**src/source/sifhPkg.sv**
```systemverilog
package sifhPkg;

    localparam int NP         = 8;                   // timestamp width
    localparam int NB         = 4;                   // bin address width
    localparam int BINS       = 1 << NB;             // bins per pixel histogram
    localparam int PIXELS     = 4;
    localparam int PIX_W      = 2;
    localparam int DATA_NUM   = 8;                   // samples per pixel per acquisition
    localparam int ACQ_NUM    = 2;                   // acquisitions per pass
    localparam int SAMPLE_W   = $clog2(DATA_NUM);
    localparam int ACQ_W      = $clog2(ACQ_NUM);
    localparam int COUNT_W    = 8;
    localparam int MAX_COUNT  = DATA_NUM * ACQ_NUM;  // top count a bin can reach
    localparam int HIST_DEPTH = PIXELS * BINS;
    localparam int COARSE_W   = 1 << (NP - NB);      // one coarse bin in timestamp units
    localparam int SB         = 1 << (NP - NB - 1);  // half a coarse bin
    localparam int WIN_MAX    = (1 << NP) - COARSE_W;
    localparam int AXI_AW     = 5;
    localparam int AXI_DW     = 32;

    typedef enum logic {PASS_COARSE, PASS_FINE} passE;

    typedef enum logic [1:0] {RUN_IDLE, RUN_COARSE, RUN_TURN, RUN_FINE} runStateE;

    // word index of the register map, address bits 4:2
    typedef enum logic [2:0] {
        REG_CTRL, REG_STATUS, REG_RES0, REG_RES1, REG_RES2, REG_RES3
    } regIdxE;

    typedef logic [PIXELS-1:0][NP-1:0] stampArrT;
    typedef logic [PIXELS-1:0][NB-1:0] binArrT;

    typedef struct packed {
        logic [PIX_W-1:0] pixel;
        logic [NB-1:0]    bin;
        passE             pass;
        logic             lastOfPass;  // set even when the sample is dropped
        logic             valid;
    } binReqT;

    typedef struct packed {
        logic [PIX_W-1:0]   pixel;
        logic [NB-1:0]      bin;
        passE               pass;
        logic               lastOfPass;
        logic               valid;
        logic [COUNT_W-1:0] count;     // bin count after this increment
    } binUpdateT;

    typedef struct packed {
        binArrT peakBin;
        passE   pass;
        logic   valid;
    } peakSetT;

    typedef struct packed {
        stampArrT result;
        logic     done;
    } resultSetT;

endpackage
```
**src/source/sifhTop.sv**
```systemverilog
`timescale 1ns/1ps

module sifhTop import sifhPkg::*; (
    input  logic              clk,
    input  logic              combin_res,
    input  logic              sampleValid,
    input  logic [NP-1:0]     sample,
    output logic              sampleReady,
    input  logic              awvalid,
    input  logic [AXI_AW-1:0] awaddr,
    output logic              awready,
    input  logic              wvalid,
    input  logic [AXI_DW-1:0] wdata,
    output logic              wready,
    output logic              bvalid,
    output logic [1:0]        bresp,
    input  logic              bready,
    input  logic              arvalid,
    input  logic [AXI_AW-1:0] araddr,
    output logic              arready,
    output logic              rvalid,
    output logic [AXI_DW-1:0] rdata,
    output logic [1:0]        rresp,
    input  logic              rready
);

    binReqT    binReq;
    binUpdateT binUpdate;
    peakSetT   peakSet;
    stampArrT  windowLower;
    logic      windowLoad;
    resultSetT results;
    logic      startPulse;
    runStateE  runState;
    logic      clearStage;  // histograms and maxima

    assign clearStage = windowLoad || startPulse;

    binAddressStage u_addr (.clk, .combin_res, .startPulse, .sampleValid, .sample,
                            .windowLower, .windowLoad, .sampleReady, .runState, .binReq);

    binAccumulator u_acc (.clk, .combin_res, .binReq, .clearHist(clearStage), .binUpdate);

    peakTracker u_peak (.clk, .combin_res, .binUpdate, .clearPeaks(clearStage), .peakSet);

    windowCalc u_win (.clk, .combin_res, .peakSet, .startPulse, .windowLower,
                      .windowLoad, .results);

    axiLiteRegs u_regs (.clk, .combin_res, .runState, .results, .awvalid, .awaddr,
                        .awready, .wvalid, .wdata, .wready, .bvalid, .bresp, .bready,
                        .arvalid, .araddr, .arready, .rvalid, .rdata, .rresp, .rready,
                        .startPulse);

endmodule

```
**src/source/axiLiteRegs.sv**
```systemverilog
`timescale 1ns/1ps

module axiLiteRegs import sifhPkg::*; (
    input  logic              clk,
    input  logic              combin_res,
    input  runStateE          runState,
    input  resultSetT         results,
    input  logic              awvalid,
    input  logic [AXI_AW-1:0] awaddr,
    output logic              awready,
    input  logic              wvalid,
    input  logic [AXI_DW-1:0] wdata,
    output logic              wready,
    output logic              bvalid,
    output logic [1:0]        bresp,
    input  logic              bready,
    input  logic              arvalid,
    input  logic [AXI_AW-1:0] araddr,
    output logic              arready,
    output logic              rvalid,
    output logic [AXI_DW-1:0] rdata,
    output logic [1:0]        rresp,
    input  logic              rready,
    output logic              startPulse
);

    logic              awHeld;     // address taken, data still missing
    logic              wHeld;
    logic [AXI_AW-1:0] awAddrReg;
    logic [AXI_DW-1:0] wDataReg;
    logic [AXI_AW-1:0] wrAddr;
    logic [AXI_DW-1:0] wrData;
    logic              doWrite;
    logic [AXI_DW-1:0] readData;
    regIdxE            rdIdx;

    assign awready = !awHeld && !bvalid;
    assign wready  = !wHeld && !bvalid;
    assign arready = !rvalid;
    assign bresp   = 2'b00;  // always OKAY
    assign rresp   = 2'b00;

    assign wrAddr  = awHeld ? awAddrReg : awaddr;
    assign wrData  = wHeld ? wDataReg : wdata;
    assign doWrite = (awHeld || (awvalid && awready)) && (wHeld || (wvalid && wready));

    always_ff @(posedge clk) begin
        if (awvalid && awready) awAddrReg <= awaddr;
        if (wvalid && wready) wDataReg <= wdata;
        if (arvalid && arready) rdata <= readData;
    end

    always_ff @(posedge clk or negedge combin_res) begin
        if (!combin_res) begin
            awHeld     <= 1'b0;
            wHeld      <= 1'b0;
            bvalid     <= 1'b0;
            startPulse <= 1'b0;
        end else begin
            startPulse <= doWrite && (regIdxE'(wrAddr[AXI_AW-1:2]) == REG_CTRL) && wrData[0];
            if (doWrite) begin
                awHeld <= 1'b0;
                wHeld  <= 1'b0;
                bvalid <= 1'b1;
            end else begin
                if (awvalid && awready) awHeld <= 1'b1;
                if (wvalid && wready) wHeld <= 1'b1;
                if (bvalid && bready) bvalid <= 1'b0;
            end
        end
    end

    assign rdIdx = regIdxE'(araddr[AXI_AW-1:2]);

    always_comb begin
        case (rdIdx)
            REG_STATUS: readData = AXI_DW'({runState == RUN_FINE, results.done,
                                            runState != RUN_IDLE});
            REG_RES0:   readData = AXI_DW'(results.result[0]);
            REG_RES1:   readData = AXI_DW'(results.result[1]);
            REG_RES2:   readData = AXI_DW'(results.result[2]);
            REG_RES3:   readData = AXI_DW'(results.result[3]);
            default:    readData = '0;  // control and unmapped words
        endcase
    end

    always_ff @(posedge clk or negedge combin_res) begin
        if (!combin_res) begin
            rvalid <= 1'b0;
        end else if (arvalid && arready) begin
            rvalid <= 1'b1;
        end else if (rready) begin
            rvalid <= 1'b0;
        end
    end

    rdataHold: assert property (@(posedge clk) disable iff (!combin_res)
        rvalid && !rready |=> rvalid && $stable(rdata));

endmodule

```
**src/source/windowCalc.sv**
```systemverilog
`timescale 1ns/1ps

module windowCalc import sifhPkg::*; (
    input  logic      clk,
    input  logic      combin_res,
    input  peakSetT   peakSet,
    input  logic      startPulse,
    output stampArrT  windowLower,
    output logic      windowLoad,
    output resultSetT results
);

    stampArrT edgeReg;    // edges of the current fine pass
    stampArrT resultReg;
    logic     doneReg;
    logic     fineDone;

    assign windowLoad = peakSet.valid && (peakSet.pass == PASS_COARSE);
    assign fineDone   = peakSet.valid && (peakSet.pass == PASS_FINE);

    // lower edge is coarse peak start minus half a bin, clamped
    always_comb begin
        int lo;
        for (int p = 0; p < PIXELS; p++) begin
            lo = int'(peakSet.peakBin[p]) * COARSE_W - SB;
            if (lo < 0) begin
                lo = 0;
            end else if (lo > WIN_MAX) begin
                lo = WIN_MAX;
            end
            windowLower[p] = NP'(lo);
        end
    end

    always_ff @(posedge clk) begin
        if (windowLoad) begin
            edgeReg <= windowLower;
        end
        if (fineDone) begin
            for (int p = 0; p < PIXELS; p++) begin
                resultReg[p] <= edgeReg[p] + NP'(peakSet.peakBin[p]);
            end
        end
    end

    always_ff @(posedge clk or negedge combin_res) begin
        if (!combin_res) begin
            doneReg <= 1'b0;
        end else if (startPulse) begin
            doneReg <= 1'b0;
        end else if (fineDone) begin
            doneReg <= 1'b1;
        end
    end

    assign results = '{result: resultReg, done: doneReg};

endmodule

```
**src/source/peakTracker.sv**
```systemverilog
`timescale 1ns/1ps

module peakTracker import sifhPkg::*; (
    input  logic      clk,
    input  logic      combin_res,
    input  binUpdateT binUpdate,
    input  logic      clearPeaks,
    output peakSetT   peakSet
);

    logic [PIXELS-1:0][COUNT_W-1:0] maxCount;
    binArrT                         maxBin;
    binArrT                         nextBin;  // peak bins including this update
    logic                           newMax;

    // strictly greater, so a tie keeps the bin that got there first
    assign newMax = binUpdate.valid && (binUpdate.count > maxCount[binUpdate.pixel]);

    always_comb begin
        nextBin = maxBin;
        if (newMax) begin
            nextBin[binUpdate.pixel] = binUpdate.bin;
        end
    end

    always_ff @(posedge clk or negedge combin_res) begin
        if (!combin_res) begin
            maxCount <= '0;
            maxBin   <= '0;
        end else if (clearPeaks) begin
            maxCount <= '0;
            maxBin   <= '0;
        end else if (newMax) begin
            maxCount[binUpdate.pixel] <= binUpdate.count;
            maxBin                    <= nextBin;
        end
    end

    // one-cycle peak set at the end of each pass
    always_ff @(posedge clk or negedge combin_res) begin
        if (!combin_res) begin
            peakSet <= '0;
        end else if (clearPeaks) begin
            peakSet.valid <= 1'b0;
        end else begin
            peakSet.valid   <= binUpdate.lastOfPass;  // valid of the update is not needed
            peakSet.pass    <= binUpdate.pass;
            peakSet.peakBin <= nextBin;
        end
    end

endmodule

```
**src/source/binAccumulator.sv**
```systemverilog
`timescale 1ns/1ps

module binAccumulator import sifhPkg::*; (
    input  logic      clk,
    input  logic      combin_res,
    input  binReqT    binReq,
    input  logic      clearHist,
    output binUpdateT binUpdate
);

    logic [COUNT_W-1:0]    countMem [HIST_DEPTH];
    logic [HIST_DEPTH-1:0] entryValid;  // clear bit means the bin reads zero
    logic [PIX_W+NB-1:0]   reqAddr;
    logic [PIX_W+NB-1:0]   wbAddr;
    logic                  forward;
    logic [COUNT_W-1:0]    readCount;

    assign reqAddr = {binReq.pixel, binReq.bin};
    assign wbAddr  = {binUpdate.pixel, binUpdate.bin};

    // memory is written one cycle after the count is formed,
    // so a repeat of the same bin takes the pending value
    assign forward = binUpdate.valid && (wbAddr == reqAddr);

    always_comb begin
        if (forward) begin
            readCount = binUpdate.count;
        end else if (entryValid[reqAddr]) begin
            readCount = countMem[reqAddr];
        end else begin
            readCount = '0;
        end
    end

    always_ff @(posedge clk or negedge combin_res) begin
        if (!combin_res) begin
            binUpdate <= '0;
        end else if (clearHist) begin
            binUpdate <= '0;  // nothing pending after a clear
        end else begin
            binUpdate.pixel      <= binReq.pixel;
            binUpdate.bin        <= binReq.bin;
            binUpdate.pass       <= binReq.pass;
            binUpdate.lastOfPass <= binReq.lastOfPass;
            binUpdate.valid      <= binReq.valid;
            binUpdate.count      <= readCount + 1'b1;
        end
    end

    // valid bits, cleared in one cycle
    always_ff @(posedge clk or negedge combin_res) begin
        if (!combin_res) begin
            entryValid <= '0;
        end else if (clearHist) begin
            entryValid <= '0;
        end else if (binUpdate.valid) begin
            entryValid[wbAddr] <= 1'b1;
        end
    end

    // write back the registered count
    always_ff @(posedge clk) begin
        if (binUpdate.valid) begin
            countMem[wbAddr] <= binUpdate.count;
        end
    end

    // upstream sample counting bounds every bin to MAX_COUNT
    countBelowMax: assert property (@(posedge clk) disable iff (!combin_res)
        binReq.valid && !clearHist |-> readCount < COUNT_W'(MAX_COUNT));

endmodule

```
**src/source/binAddressStage.sv**
```systemverilog
`timescale 1ns/1ps

module binAddressStage import sifhPkg::*; (
    input  logic          clk,
    input  logic          combin_res,
    input  logic          startPulse,
    input  logic          sampleValid,
    input  logic [NP-1:0] sample,
    input  stampArrT      windowLower,
    input  logic          windowLoad,
    output logic          sampleReady,
    output runStateE      runState,
    output binReqT        binReq
);

    logic [SAMPLE_W-1:0] sampleCnt;
    logic [PIX_W-1:0]    pixelCnt;
    logic [ACQ_W-1:0]    acqCnt;
    stampArrT            windowEdge;  // fine window lower edges
    logic                accept;
    logic                take;
    logic                lastSample;
    logic [NP-1:0]       offset;      // sample relative to the pixel's edge
    logic                inWindow;

    assign sampleReady = (runState == RUN_COARSE) || (runState == RUN_FINE);
    assign accept      = sampleValid && sampleReady;
    assign take        = accept && !startPulse;  // a restart drops the sample
    assign lastSample  = (sampleCnt == SAMPLE_W'(DATA_NUM - 1)) &&
                         (pixelCnt == PIX_W'(PIXELS - 1)) &&
                         (acqCnt == ACQ_W'(ACQ_NUM - 1));
    assign offset      = sample - windowEdge[pixelCnt];
    assign inWindow    = (sample >= windowEdge[pixelCnt]) && (offset < NP'(BINS));

    always_ff @(posedge clk or negedge combin_res) begin
        if (!combin_res) begin
            runState  <= RUN_IDLE;
            sampleCnt <= '0;
            pixelCnt  <= '0;
            acqCnt    <= '0;
        end else if (startPulse) begin
            runState  <= RUN_COARSE;  // restart always from the coarse pass
            sampleCnt <= '0;
            pixelCnt  <= '0;
            acqCnt    <= '0;
        end else if (accept) begin
            sampleCnt <= (sampleCnt == SAMPLE_W'(DATA_NUM - 1)) ? '0 : sampleCnt + 1'b1;
            if (sampleCnt == SAMPLE_W'(DATA_NUM - 1)) begin
                pixelCnt <= (pixelCnt == PIX_W'(PIXELS - 1)) ? '0 : pixelCnt + 1'b1;
                if (pixelCnt == PIX_W'(PIXELS - 1)) begin
                    acqCnt <= (acqCnt == ACQ_W'(ACQ_NUM - 1)) ? '0 : acqCnt + 1'b1;
                end
            end
            if (lastSample) begin
                runState <= (runState == RUN_COARSE) ? RUN_TURN : RUN_IDLE;
            end
        end else if ((runState == RUN_TURN) && windowLoad) begin
            runState <= RUN_FINE;
        end
    end

    always_ff @(posedge clk) begin
        if (windowLoad) begin
            windowEdge <= windowLower;
        end
    end

    always_ff @(posedge clk or negedge combin_res) begin
        if (!combin_res) begin
            binReq <= '0;
        end else begin
            binReq.valid      <= take && ((runState == RUN_COARSE) || inWindow);
            binReq.lastOfPass <= take && lastSample;
            binReq.pixel      <= pixelCnt;
            binReq.pass       <= (runState == RUN_FINE) ? PASS_FINE : PASS_COARSE;
            binReq.bin        <= (runState == RUN_FINE) ? offset[NB-1:0] : sample[NP-1 -: NB];
        end
    end

    // fine bins must come from samples that really sat inside the window
    fineBinInWindow: assert property (@(posedge clk) disable iff (!combin_res)
        binReq.valid && (binReq.pass == PASS_FINE) |->
            (int'($past(sample)) == int'(windowEdge[binReq.pixel]) + int'(binReq.bin)));

endmodule

```
**config.mk**
```make
export PLATFORM = sky130hd
export DESIGN_NAME = sifhTop
export DESIGN_NICKNAME = d
export VERILOG_FILES = /design/src/source/sifhPkg.sv /design/src/source/sifhTop.sv /design/src/source/axiLiteRegs.sv /design/src/source/windowCalc.sv /design/src/source/peakTracker.sv /design/src/source/binAccumulator.sv /design/src/source/binAddressStage.sv
export SDC_FILE = /design/constraint.sdc
export NUM_CORES = 1
export LEC_CHECK = 0
export ABC_AREA = 1
export BUFFER_PORTS_ARGS = -buffer_cell sky130_fd_sc_hd__buf_2
export CORE_MARGIN = 2
export CORE_UTILIZATION = 50
export DETAILED_ROUTE_END_ITERATION = 8
export PLACE_DENSITY = 0.66
export SYNTH_ARGS = -nofsm -noshare
export SYNTH_HDL_FRONTEND = slang
export SYNTH_SLANG_ARGS = --single-unit
export TNS_END_PERCENT = 50
```
**constraint.sdc**
```tcl
create_clock -name clk -period 4.1 [get_ports clk]
set_input_delay 0.205 -clock clk [delete_from_list [all_inputs] [get_ports clk]]
set_output_delay 0.205 -clock clk [all_outputs]
set_load 0.05 [all_outputs]
```
# [Word-level counts from Yosys, hierarchy flattened]
# Memories as Yosys holds them, arrays and structs flattened.
# Index checks and enable logic that the tools add are counted.
# W data, S select, Z words.
[word_totals] ff_bits=272 ramBits=512 in_bits=58 out_inout_bits=42 elab_cells=212 n_memories=1
[op_classes] add_sub_neg=13 magnitude_cmp=17 eq_ne=12 muxes=63 n_bitwise=2 reduce_logical=53
[mem_list] name="u_acc.countMem" words=64 word_bits=8 rd=1 rd_clocked_by_memory_dff=0 wr=1 line="binAccumulator.sv:11" text="logic [COUNT_W-1:0] countMem [HIST_DEPTH];"
[ops] operator="$mux W64" n=2
[ops] operator="$mux W8" n=9
[ops] operator="$mux W32" n=2
[ops] operator="$or A64 B64 Y64" n=1
[ops] operator="$mux W16" n=3
[ops] operator="$pmux W8 S5" n=1
[ops] operator="$gt A9 B9 Y1 const B" n=4
[ops] operator="$lt A9 B1 Y1 const B" n=4
[ops] operator="$sub A8 B4 Y9 const B" n=4
[ops] operator="$add A8 B4 Y8" n=4
[ops] operator="$bmux W8 S2" n=2
[ops] operator="$bwmux W32" n=1
[ops] operator="$logic_and A1 B1 Y1" n=23
[ops] operator="$mux W1" n=22
[ops] operator="$reduce_bool A2 Y1" n=11
[ops] operator="$mux W2" n=9
[ops] operator="$mux W17" n=1
[ops] operator="$bwmux W16" n=1
[ops] operator="$demux W8 S2" n=1
[ops] operator="$lt A6 B7 Y1 const B" n=2
[ops] operator="$eq A3 B3 Y1 const B" n=3
[ops] operator="$mux W3" n=3
[ops] operator="$add A8 B1 Y8 const B" n=1
[ops] operator="$demux W4 S2" n=1
[ops] operator="other kinds (28)" n=45

# [Longest topological paths before layout]
# Gate-level depths: netlist of run 1.
[logic_depth] depth_word=8 ltp_mapped=21 depth_no_buf=19

# [Hierarchy]
# Synthesis of run 1 repeated with hierarchy kept, for this count alone.
[hier_totals] hier_cells=3230 area_unflattened_um2=34070.2
[by_module_without_submodules] module="binAccumulator" instances=1 cells_each=2265 area_per_inst_um2=24740.0 seq_area_each_um2=17401.7
[by_module_without_submodules] module="peakTracker" instances=1 cells_each=389 area_per_inst_um2=3295.7 seq_area_each_um2=1651.6
[by_module_without_submodules] module="windowCalc" instances=1 cells_each=189 area_per_inst_um2=2382.3 seq_area_each_um2=1586.5
[by_module_without_submodules] module="binAddressStage" instances=1 cells_each=234 area_per_inst_um2=2361.0 seq_area_each_um2=1386.3
[by_module_without_submodules] module="axiLiteRegs" instances=1 cells_each=150 area_per_inst_um2=1280.0 seq_area_each_um2=485.5
[by_module_without_submodules] module="sifhTop" instances=1 cells_each=3 area_per_inst_um2=11.3 seq_area_each_um2=0.0

# [Worst setup path after synthesis of run 1]
# Ideal clock, no wire load.
[synth_path] path_kind="register to register" from="register u_acc.binUpdate[7] (netlist name)" to="register u_peak.peakSet[6] (netlist name)" setup_time_ps=134 arrival_ps=2826 t_required_ps=3966 path_slack_ps=1140 stages_incl_launch_ff=10 n_path_buf=0 synth_period_minus_slack_ps=2960 path_cell_list="dfrtp_1 ha_1 nand2_1 nor2_1 nand2_1 o311ai_1 nor2_1 or2_2 o211ai_1 o21ai_0"
[synth_via] elab_chain_len=3
[synth_lines] element="$gt A8 B8 Y1" line="peakTracker.sv:17" text="assign newMax = binUpdate.valid && (binUpdate.count > maxCount[binUpdate.pixel]);"
[synth_lines] element="$logic_and A1 B1 Y1" line="peakTracker.sv:17"
[synth_lines] element="$mux W16" line="peakTracker.sv:21" text="if (newMax) begin"
# No other way between the ends.
# A chain may end at the register's enable or synchronous reset.

# [Final worst setup path of run 1]
[layout_path] from="register u_acc.binUpdate[16] (netlist name)" to="register u_peak.peakSet[7] (netlist name)"
[layout_via] elab_chain_len=6 word_cells_on_any_way=11 classes_between="order compare (3); mux (6); reduce/logical (2)"
[layout_lines] element="branches (longest 5 deep; another with $gt A8 B8 Y1)"
[layout_lines] element="$mux W16 (*)" line="peakTracker.sv:21"
# Mark *: on every way between the ends. The select of a mux whose other input is x is not followed.

==> results of run 1 <==
-- registers in the layout, summed over array words and instances (netlist names), 2 cells and up --
name / count
u_peak.peakSet: 18
u_win.edgeReg: 20
u_peak.maxBin: 16
u_addr.binReq: 9
u_addr.runState: 2
u_acc.countMem: 512
u_regs.awAddrReg: 3
u_win.results: 32
u_addr.pixelCnt: 2
u_peak.maxCount: 32
u_acc.binUpdate: 17
u_regs.rdata: 8
u_addr.sampleCnt: 3
u_acc.entryValid: 64
-- cells by family (layout without fill, tap and decap cells) --
kind of cell    count (synthesis)  in the layout  synth area share (%)
compound gates                211            211                 4.030
xor+xnor                       20             20                0.5563
fa+ha+maj                      30             30                 1.216
buf+inv                       311            372                 4.554
flops                         746            746                 68.45
mux                             1              1               0.03179
other cells                     1             28               0.01191
simple gates                 1590           1590                 21.15
-- worst max-delay path by stage --
stage,cells after the start,end,startpoint
global placement,16,u_peak.peakSet[8]$_DFFE_PN0P_,u_acc.binUpdate[15]$_DFF_PN0_
global route,15,u_peak.peakSet[8]$_DFFE_PN0P_,u_acc.binUpdate[16]$_DFF_PN0_
CTS,15,u_peak.peakSet[7]$_DFFE_PN0P_,u_acc.binUpdate[16]$_DFF_PN0_
detailed placement,15,u_peak.peakSet[8]$_DFFE_PN0P_,u_acc.binUpdate[15]$_DFF_PN0_
floorplan,9,u_peak.peakSet[6]$_DFFE_PN0P_,u_acc.binUpdate[7]$_DFF_PN0_
finish,15,u_peak.peakSet[7]$_DFFE_PN0P_,u_acc.binUpdate[16]$_DFF_PN0_
-- timing repair --
item                                    in CTS  in global routing
endpoints found under the hold margin      109                  0
resized for setup                            0                  1
hold buffers                                17                  0
endpoints found under the setup margin       0                  2
-- stage by stage --
step | instance area, µm² | worst slack, ps
2_1_floorplan | 31590 | 1140
3_3_place_gp | 32390 | 504.9
3_5_place_dp | 32390 | 463.3
4_1_cts | 35130 | 386.7
5_1_grt | 35140 | 23.14
6_report | 35140 | 460.2
-- final cells by class --
type / count / area (µm²) / area share [%]
multi-input combinational: 1880 / 8611 / 24.51
clock buffer: 104 / 2193 / 6.242
sequential: 746 / 21570 / 61.39
clock inverter: 38 / 380.4 / 1.083
inverter: 134 / 516.7 / 1.471
timing repair buffer: 96 / 819.5 / 2.332
tap: 837 / 1047 / 2.980
-- power groups by stage --
stage | combinational [mW] | sequential [mW] | clock (mW)
3_5_place_dp | 7.83 | 9.92 | 0
4_1_cts | 7.91 | 9.76 | 7.17
2_1_floorplan | 5.22 | 9.95 | 0
6_report | 7.94 | 9.77 | 7.08
3_3_place_gp | 7.67 | 9.89 | 0
5_1_grt | 8.80 | 9.84 | 7.46
-- Yosys cell counts, drive strengths merged (12+ instances only) --
library cell	count	area, µm²
a21oi	28	140.1
nand3	481	2407
nor2	313	1180
buf	127	743.2
inv	126	473.0
or2	12	75.07
o211ai	15	112.6
nand2	762	2865
edfxtp	576	17300
dfrtp	170	4254
ha	29	362.9
o22ai	39	244.0
clkbuf	50	187.7
o21ai	93	465.4
-- worst register-to-register path: cells and delay by family, from the launching register on --
| family | cells | cell delay (ps) |
|---|---|---|
| simple gates | 5 | 970 |
| fa+ha+maj | 1 | 330 |
| flops | 1 | 450 |
| buf+inv | 3 | 830 |
| compound gates | 6 | 910 |
-- layer usage --
layer | track usage [%] | up-vias
met2 | 38.40 | 841
met3 | 3.539 | 161
li1 | - | 10010
met5 | 0 | -
met1 | 33.96 | 10540
met4 | 9.440 | 0
==> impl_metrics.env, run 1 <==
export IMPL_tns_ps=0
export IMPL_post_cts_buffers=0
export IMPL_fin_util_pct=56.73
export IMPL_min_path_type="input port to flop"
export IMPL_critical_path_class="flop to flop"
export IMPL_report_final_slew_viol_count=0
export IMPL_grt_max_degree=149
export IMPL_rrSetupSlack_ps=460
export IMPL_vias=21550
export IMPL_drive_gt1_share_pct=7.672
export IMPL_path_clk_slew_ps=60
export IMPL_coreArea_um2=61940
export IMPL_crit_buf_inv=3
export IMPL_peakVddDrop_uv=411.2
export IMPL_finalSetupViolCount=0
export IMPL_slowest_delay_ps=450
export IMPL_netlist_area_um2=31480
export IMPL_start_util_pct=50.83
export IMPL_p_sw_share_pct=36.39
export IMPL_die_x_um=254.9
export IMPL_io_buffers=36
export IMPL_power_frac_clock_pct=28.5
export IMPL_die_area_um2=64990
export IMPL_worstPathCellList="nor2_1 -> inv_1 -> o22ai_1 -> a221oi_1 -> ha_1 -> nand2_1 -> nor2_1 -> nand2_1 -> o211ai_1 -> o311ai_1 -> buf_4 -> nor2_1 -> clkinvlp_4 -> o211ai_1 -> o21ai_0"
export IMPL_routedWlPerCell_um=20.16
export IMPL_async_reset_ff_share_pct=22.79
export IMPL_finClkSkew_ps=17.47
export IMPL_crit_arrival_ps=4110
export IMPL_hold_path_depth=2
export IMPL_die_h_um=254.9
export IMPL_finalNetCount=3023
export IMPL_comb_power_share_pct=32.0
export IMPL_crit_reg2reg_launch="u_acc.binUpdate[16]$_DFF_PN0_"
export IMPL_p_sw_mw=9.019
export IMPL_antenna_cells=0
export IMPL_cts_root_buffer="clkbuf_16"
export IMPL_ys_flop_type="edfxtp_1"
export IMPL_ioPinCount=100
export IMPL_route_detailed_drc=0
export IMPL_grtUsageTotal_pct=24.19
export IMPL_cp_start_kind="flop"
export IMPL_seq_area_frac_synth_pct=68.45
export IMPL_pwr_density_cell_nw_per_um2=705.3
export IMPL_tightest_slew_ps=975.4
export IMPL_max_cap_viol_count=0
export IMPL_grt_pass1_vias=20680
export IMPL_r2r_end="u_peak.peakSet[7]$_DFFE_PN0P_"
export IMPL_cts_made_buffers=77
export IMPL_p_leak_nw=13.86
export IMPL_hold_end="u_regs.awAddrReg[2]$_DFFE_PP_"
export IMPL_seqPwrFrac_pct=39.4
export IMPL_stdcell_count=3835
export IMPL_cts_tree="yes"
export IMPL_dp_hpwl_um=45640
export IMPL_cp_slowest_cell="dfrtp_1"
export IMPL_ys_types=46
export IMPL_total_power_mw=24.78
export IMPL_h_tree_depth=3
export IMPL_clock_sinks=746
export IMPL_min_delay_start="awvalid"
export IMPL_maxSlewHeadroom_pct=34.74
export IMPL_cpMostUsedCell="nor2_1"
export IMPL_final_hold_viol_count=0
export IMPL_final_cell_mix="nand2_1 (760), edfxtp_1 (576), nand3_1 (481), nor2_1 (309), dfrtp_1 (159)"
export IMPL_intPower_mw=15.76
export IMPL_cp_required_ps=4570
export IMPL_drtIter0Drc=2246
export IMPL_period_share_pct=88.77
export IMPL_met3WireLength_um=5662
export IMPL_cp_top_family="simple AND/OR/NAND/NOR gates"
export IMPL_dr_pass1_iters=6
export IMPL_n_fill_cell=5174
export IMPL_avgSynthCellArea_um2=10.82
export IMPL_drtAntennaViolNets=0
export IMPL_clock_latency_ps=630
export IMPL_via_per_inst=5.619
export IMPL_synth_edf_count=576
export IMPL_num_rows=91
export IMPL_gr_total_overflow=0
export IMPL_worstPathMaxFanout=19
export IMPL_dr_max_layer_used="met4"
export IMPL_dp_cells=3676
export IMPL_area_growth_pct=11.60
export IMPL_antenna_found_initial=0
export IMPL_wl_met2_um=36080
export IMPL_routabilityCongestion=0.8508
export IMPL_rsz0062_at_grt="false"
export IMPL_fmax_ghz=0.2747
export IMPL_synth_yosys_warnings=0
export IMPL_drt_wl_total_um=77310
export IMPL_met1_length_um=33090
export IMPL_ys_seq_elements=746
export IMPL_worst_setup_path_end_kind="flop"
export IMPL_clockBufferDepth=3
export IMPL_layout_commonest_cell="nand2_1"
export IMPL_whs_ps=40.90
export IMPL_fin_crit_ps=3640
export IMPL_grt_pass1_wl_um=119300
export IMPL_synthCells=2910
export IMPL_worst_r2r_path_depth=15
export IMPL_outcome="finished, final reports clean"
Note: power is estimated with default switching activity, not from simulation.
==> run 2, diff against run 1 <==
--- a/config.mk
+++ b/config.mk
@@ -6,7 +6,7 @@
 export NUM_CORES = 1
 export LEC_CHECK = 0
 export ABC_AREA = 1
-export BUFFER_PORTS_ARGS = -buffer_cell sky130_fd_sc_hd__buf_2
+export BUFFER_PORTS_ARGS = -buffer_cell sky130_fd_sc_hd__buf_4
 export CORE_MARGIN = 2
 export CORE_UTILIZATION = 50
 export DETAILED_ROUTE_END_ITERATION = 8
==> run 2 against run 1 <==
  * Sequential share of layout area shrank 0.087 points
  * Routed wire length shrank 0.17%
  * Sequential power grew 0.7%
  * Non-clock buffer count is the same
  * Worst hold slack lost 27 ps
  * Power grew 0.13%
  * Register-to-register slack lost 90 ps
  * First-iteration DRC count grew 2.4%
  * Cell area grew 0.14%
  * Critical path depth grew 3
  * Critical path type unchanged
  * Largest power group unchanged
==> impl_metrics.env, run 2 (same netlist as run 1, synthesis figures left out) <==
export IMPL_crit_reg2reg_launch="u_acc.binUpdate[16]$_DFF_PN0_"
export IMPL_critical_path_class="flop to flop"
export IMPL_finClkSkew_ps=28.02
export IMPL_die_area_um2=64990
export IMPL_pwr_density_cell_nw_per_um2=705.2
export IMPL_cts_root_buffer="clkbuf_16"
export IMPL_tightest_slew_ps=1174
export IMPL_dp_cells=3676
export IMPL_grt_pass1_wl_um=119100
export IMPL_drtAntennaViolNets=0
export IMPL_num_rows=91
export IMPL_crit_arrival_ps=4170
export IMPL_via_per_inst=5.599
export IMPL_worstPathCellList="inv_1 -> nor2_1 -> inv_1 -> o22ai_1 -> a221oi_1 -> ha_1 -> inv_1 -> nor2_1 -> nor2_1 -> o21ai_0 -> nand2_1 -> o211ai_1 -> o311ai_2 -> buf_4 -> nor2_1 -> inv_1 -> o211ai_1 -> o21ai_0"
export IMPL_hold_path_depth=3
export IMPL_clockBufferDepth=3
export IMPL_die_h_um=254.9
export IMPL_cp_slowest_cell="dfrtp_1"
export IMPL_cts_tree="yes"
export IMPL_cp_start_kind="flop"
export IMPL_final_hold_viol_count=0
export IMPL_p_leak_nw=13.86
export IMPL_grt_pass1_vias=20730
export IMPL_max_cap_viol_count=0
export IMPL_clock_sinks=746
export IMPL_clock_latency_ps=610
export IMPL_r2r_end="u_peak.peakSet[4]$_DFFE_PN0P_"
export IMPL_final_cell_mix="nand2_1 (760), edfxtp_1 (576), nand3_1 (481), nor2_1 (309), dfrtp_1 (159)"
export IMPL_min_delay_start="sample[4]"
export IMPL_largest_register="u_acc.countMem"
export IMPL_cts_made_buffers=77
export IMPL_drtIter0Drc=2300
export IMPL_gr_total_overflow=0
export IMPL_path_clk_slew_ps=60
export IMPL_grt_max_degree=147
export IMPL_reg_top3="u_acc.countMem x512, u_acc.entryValid x64"
export IMPL_antenna_cells=0
export IMPL_finalNetCount=3023
export IMPL_drt_wl_total_um=77180
export IMPL_layout_commonest_cell="nand2_1"
export IMPL_worstPathMaxFanout=17
export IMPL_coreArea_um2=61940
export IMPL_routedWlPerCell_um=20.15
export IMPL_period_share_pct=91.06
export IMPL_antenna_found_initial=0
export IMPL_hold_end="u_addr.binReq[3]$_DFF_PN0_"
export IMPL_peakVddDrop_uv=460.8
export IMPL_fin_util_pct=56.81
export IMPL_vias=21450
export IMPL_drive_gt1_share_pct=7.484
export IMPL_stdcell_count=3830
export IMPL_fmax_ghz=0.2678
export IMPL_dr_pass1_iters=7
export IMPL_cp_required_ps=4540
export IMPL_min_path_type="input port to flop"
export IMPL_worst_r2r_path_depth=18
export IMPL_finalSetupViolCount=0
export IMPL_routabilityCongestion=0.8849
export IMPL_slowest_delay_ps=430
export IMPL_largest_register_ffs=512
export IMPL_route_detailed_drc=0
export IMPL_worst_setup_path_end_kind="flop"
export IMPL_start_util_pct=50.83
export IMPL_post_cts_buffers=0
export IMPL_die_x_um=254.9
export IMPL_h_tree_depth=3
export IMPL_whs_ps=13.52
export IMPL_grtUsageTotal_pct=24.16
export IMPL_maxSlewHeadroom_pct=21.64
export IMPL_io_buffers=36
export IMPL_rrSetupSlack_ps=370
export IMPL_dp_hpwl_um=45510
export IMPL_report_final_slew_viol_count=0
export IMPL_fin_crit_ps=3734
export IMPL_ioPinCount=100
export IMPL_outcome="finished, final reports clean"
export IMPL_area_growth_pct=11.76
export IMPL_total_power_mw=24.81
## run 2: metrics by stage
step	setup TNS [ps]	worst slack [ps]	instance area, µm²
after floorplan	0	1140	31590
after global placement	0	446.6	32450
after detailed placement	0	350.3	32450
after CTS	0	301.7	35180
after global routing	-11.51	-11.51	35190
final	0	366.5	35190
## run 2: worst max path at each step
| stage | end | start | slack [ps] | depth (start not counted) |
|---|---|---|---|---|
| floorplan | u_peak.peakSet[6]$_DFFE_PN0P_ | u_acc.binUpdate[7]$_DFF_PN0_ | 1140 | 9 |
| global placement | u_peak.peakSet[7]$_DFFE_PN0P_ | u_acc.binUpdate[16]$_DFF_PN0_ | 450 | 17 |
| detailed placement | u_peak.maxCount[3]$_DFFE_PN0P_ | u_acc.binUpdate[15]$_DFF_PN0_ | 350 | 14 |
| CTS | u_peak.peakSet[4]$_DFFE_PN0P_ | u_acc.binUpdate[16]$_DFF_PN0_ | 300 | 14 |
| global route | u_peak.peakSet[4]$_DFFE_PN0P_ | u_acc.binUpdate[16]$_DFF_PN0_ | -10 | 18 |
| finish | u_peak.peakSet[4]$_DFFE_PN0P_ | u_acc.binUpdate[16]$_DFF_PN0_ | 370 | 18 |
## run 2: what timing repair did
| action | 4_1_cts | 5_1_grt |
|---|---|---|
| resized for setup | 0 | 2 |
| setup endpoints to repair | 0 | 21 |
| hold buffers | 17 | 0 |
| hold endpoints to repair | 131 | 0 |
## run 2: metal layers
metal | up-vias | wire length [µm] | GRT usage, %
met5 | - | 0 | 0
met4 | 0 | 2154 | 7.786
met3 | 143 | 5693 | 4.231
met2 | 823 | 36500 | 38.67
met1 | 10460 | 32830 | 33.82
li1 | 10020 | - | -
## run 2: area by class of cell
type                    instances  area, µm²
flip-flops and latches        746      21570
repair buffers                 96      882.1
clock inverters                32      406.6
inverters                     134      516.7
fillers                      5213      26750
well taps                     837       1047
clock buffers                 105       2147
multi-input cells            1880       8618
## run 2: critical path, delay by kind of cell, from the launching register on
family / cells / cell delay (ps)
fa+ha+maj: 1 / 310
compound gates: 7 / 1310
simple gates: 5 / 640
flops: 1 / 430
buf+inv: 5 / 860
## run 2: power by group
part / switching [mW] / internal (mW)
Clock: 2.80 / 4.29
Combinational: 5.61 / 2.27
Sequential: 0.553 / 9.29
Total: 8.96 / 15.9
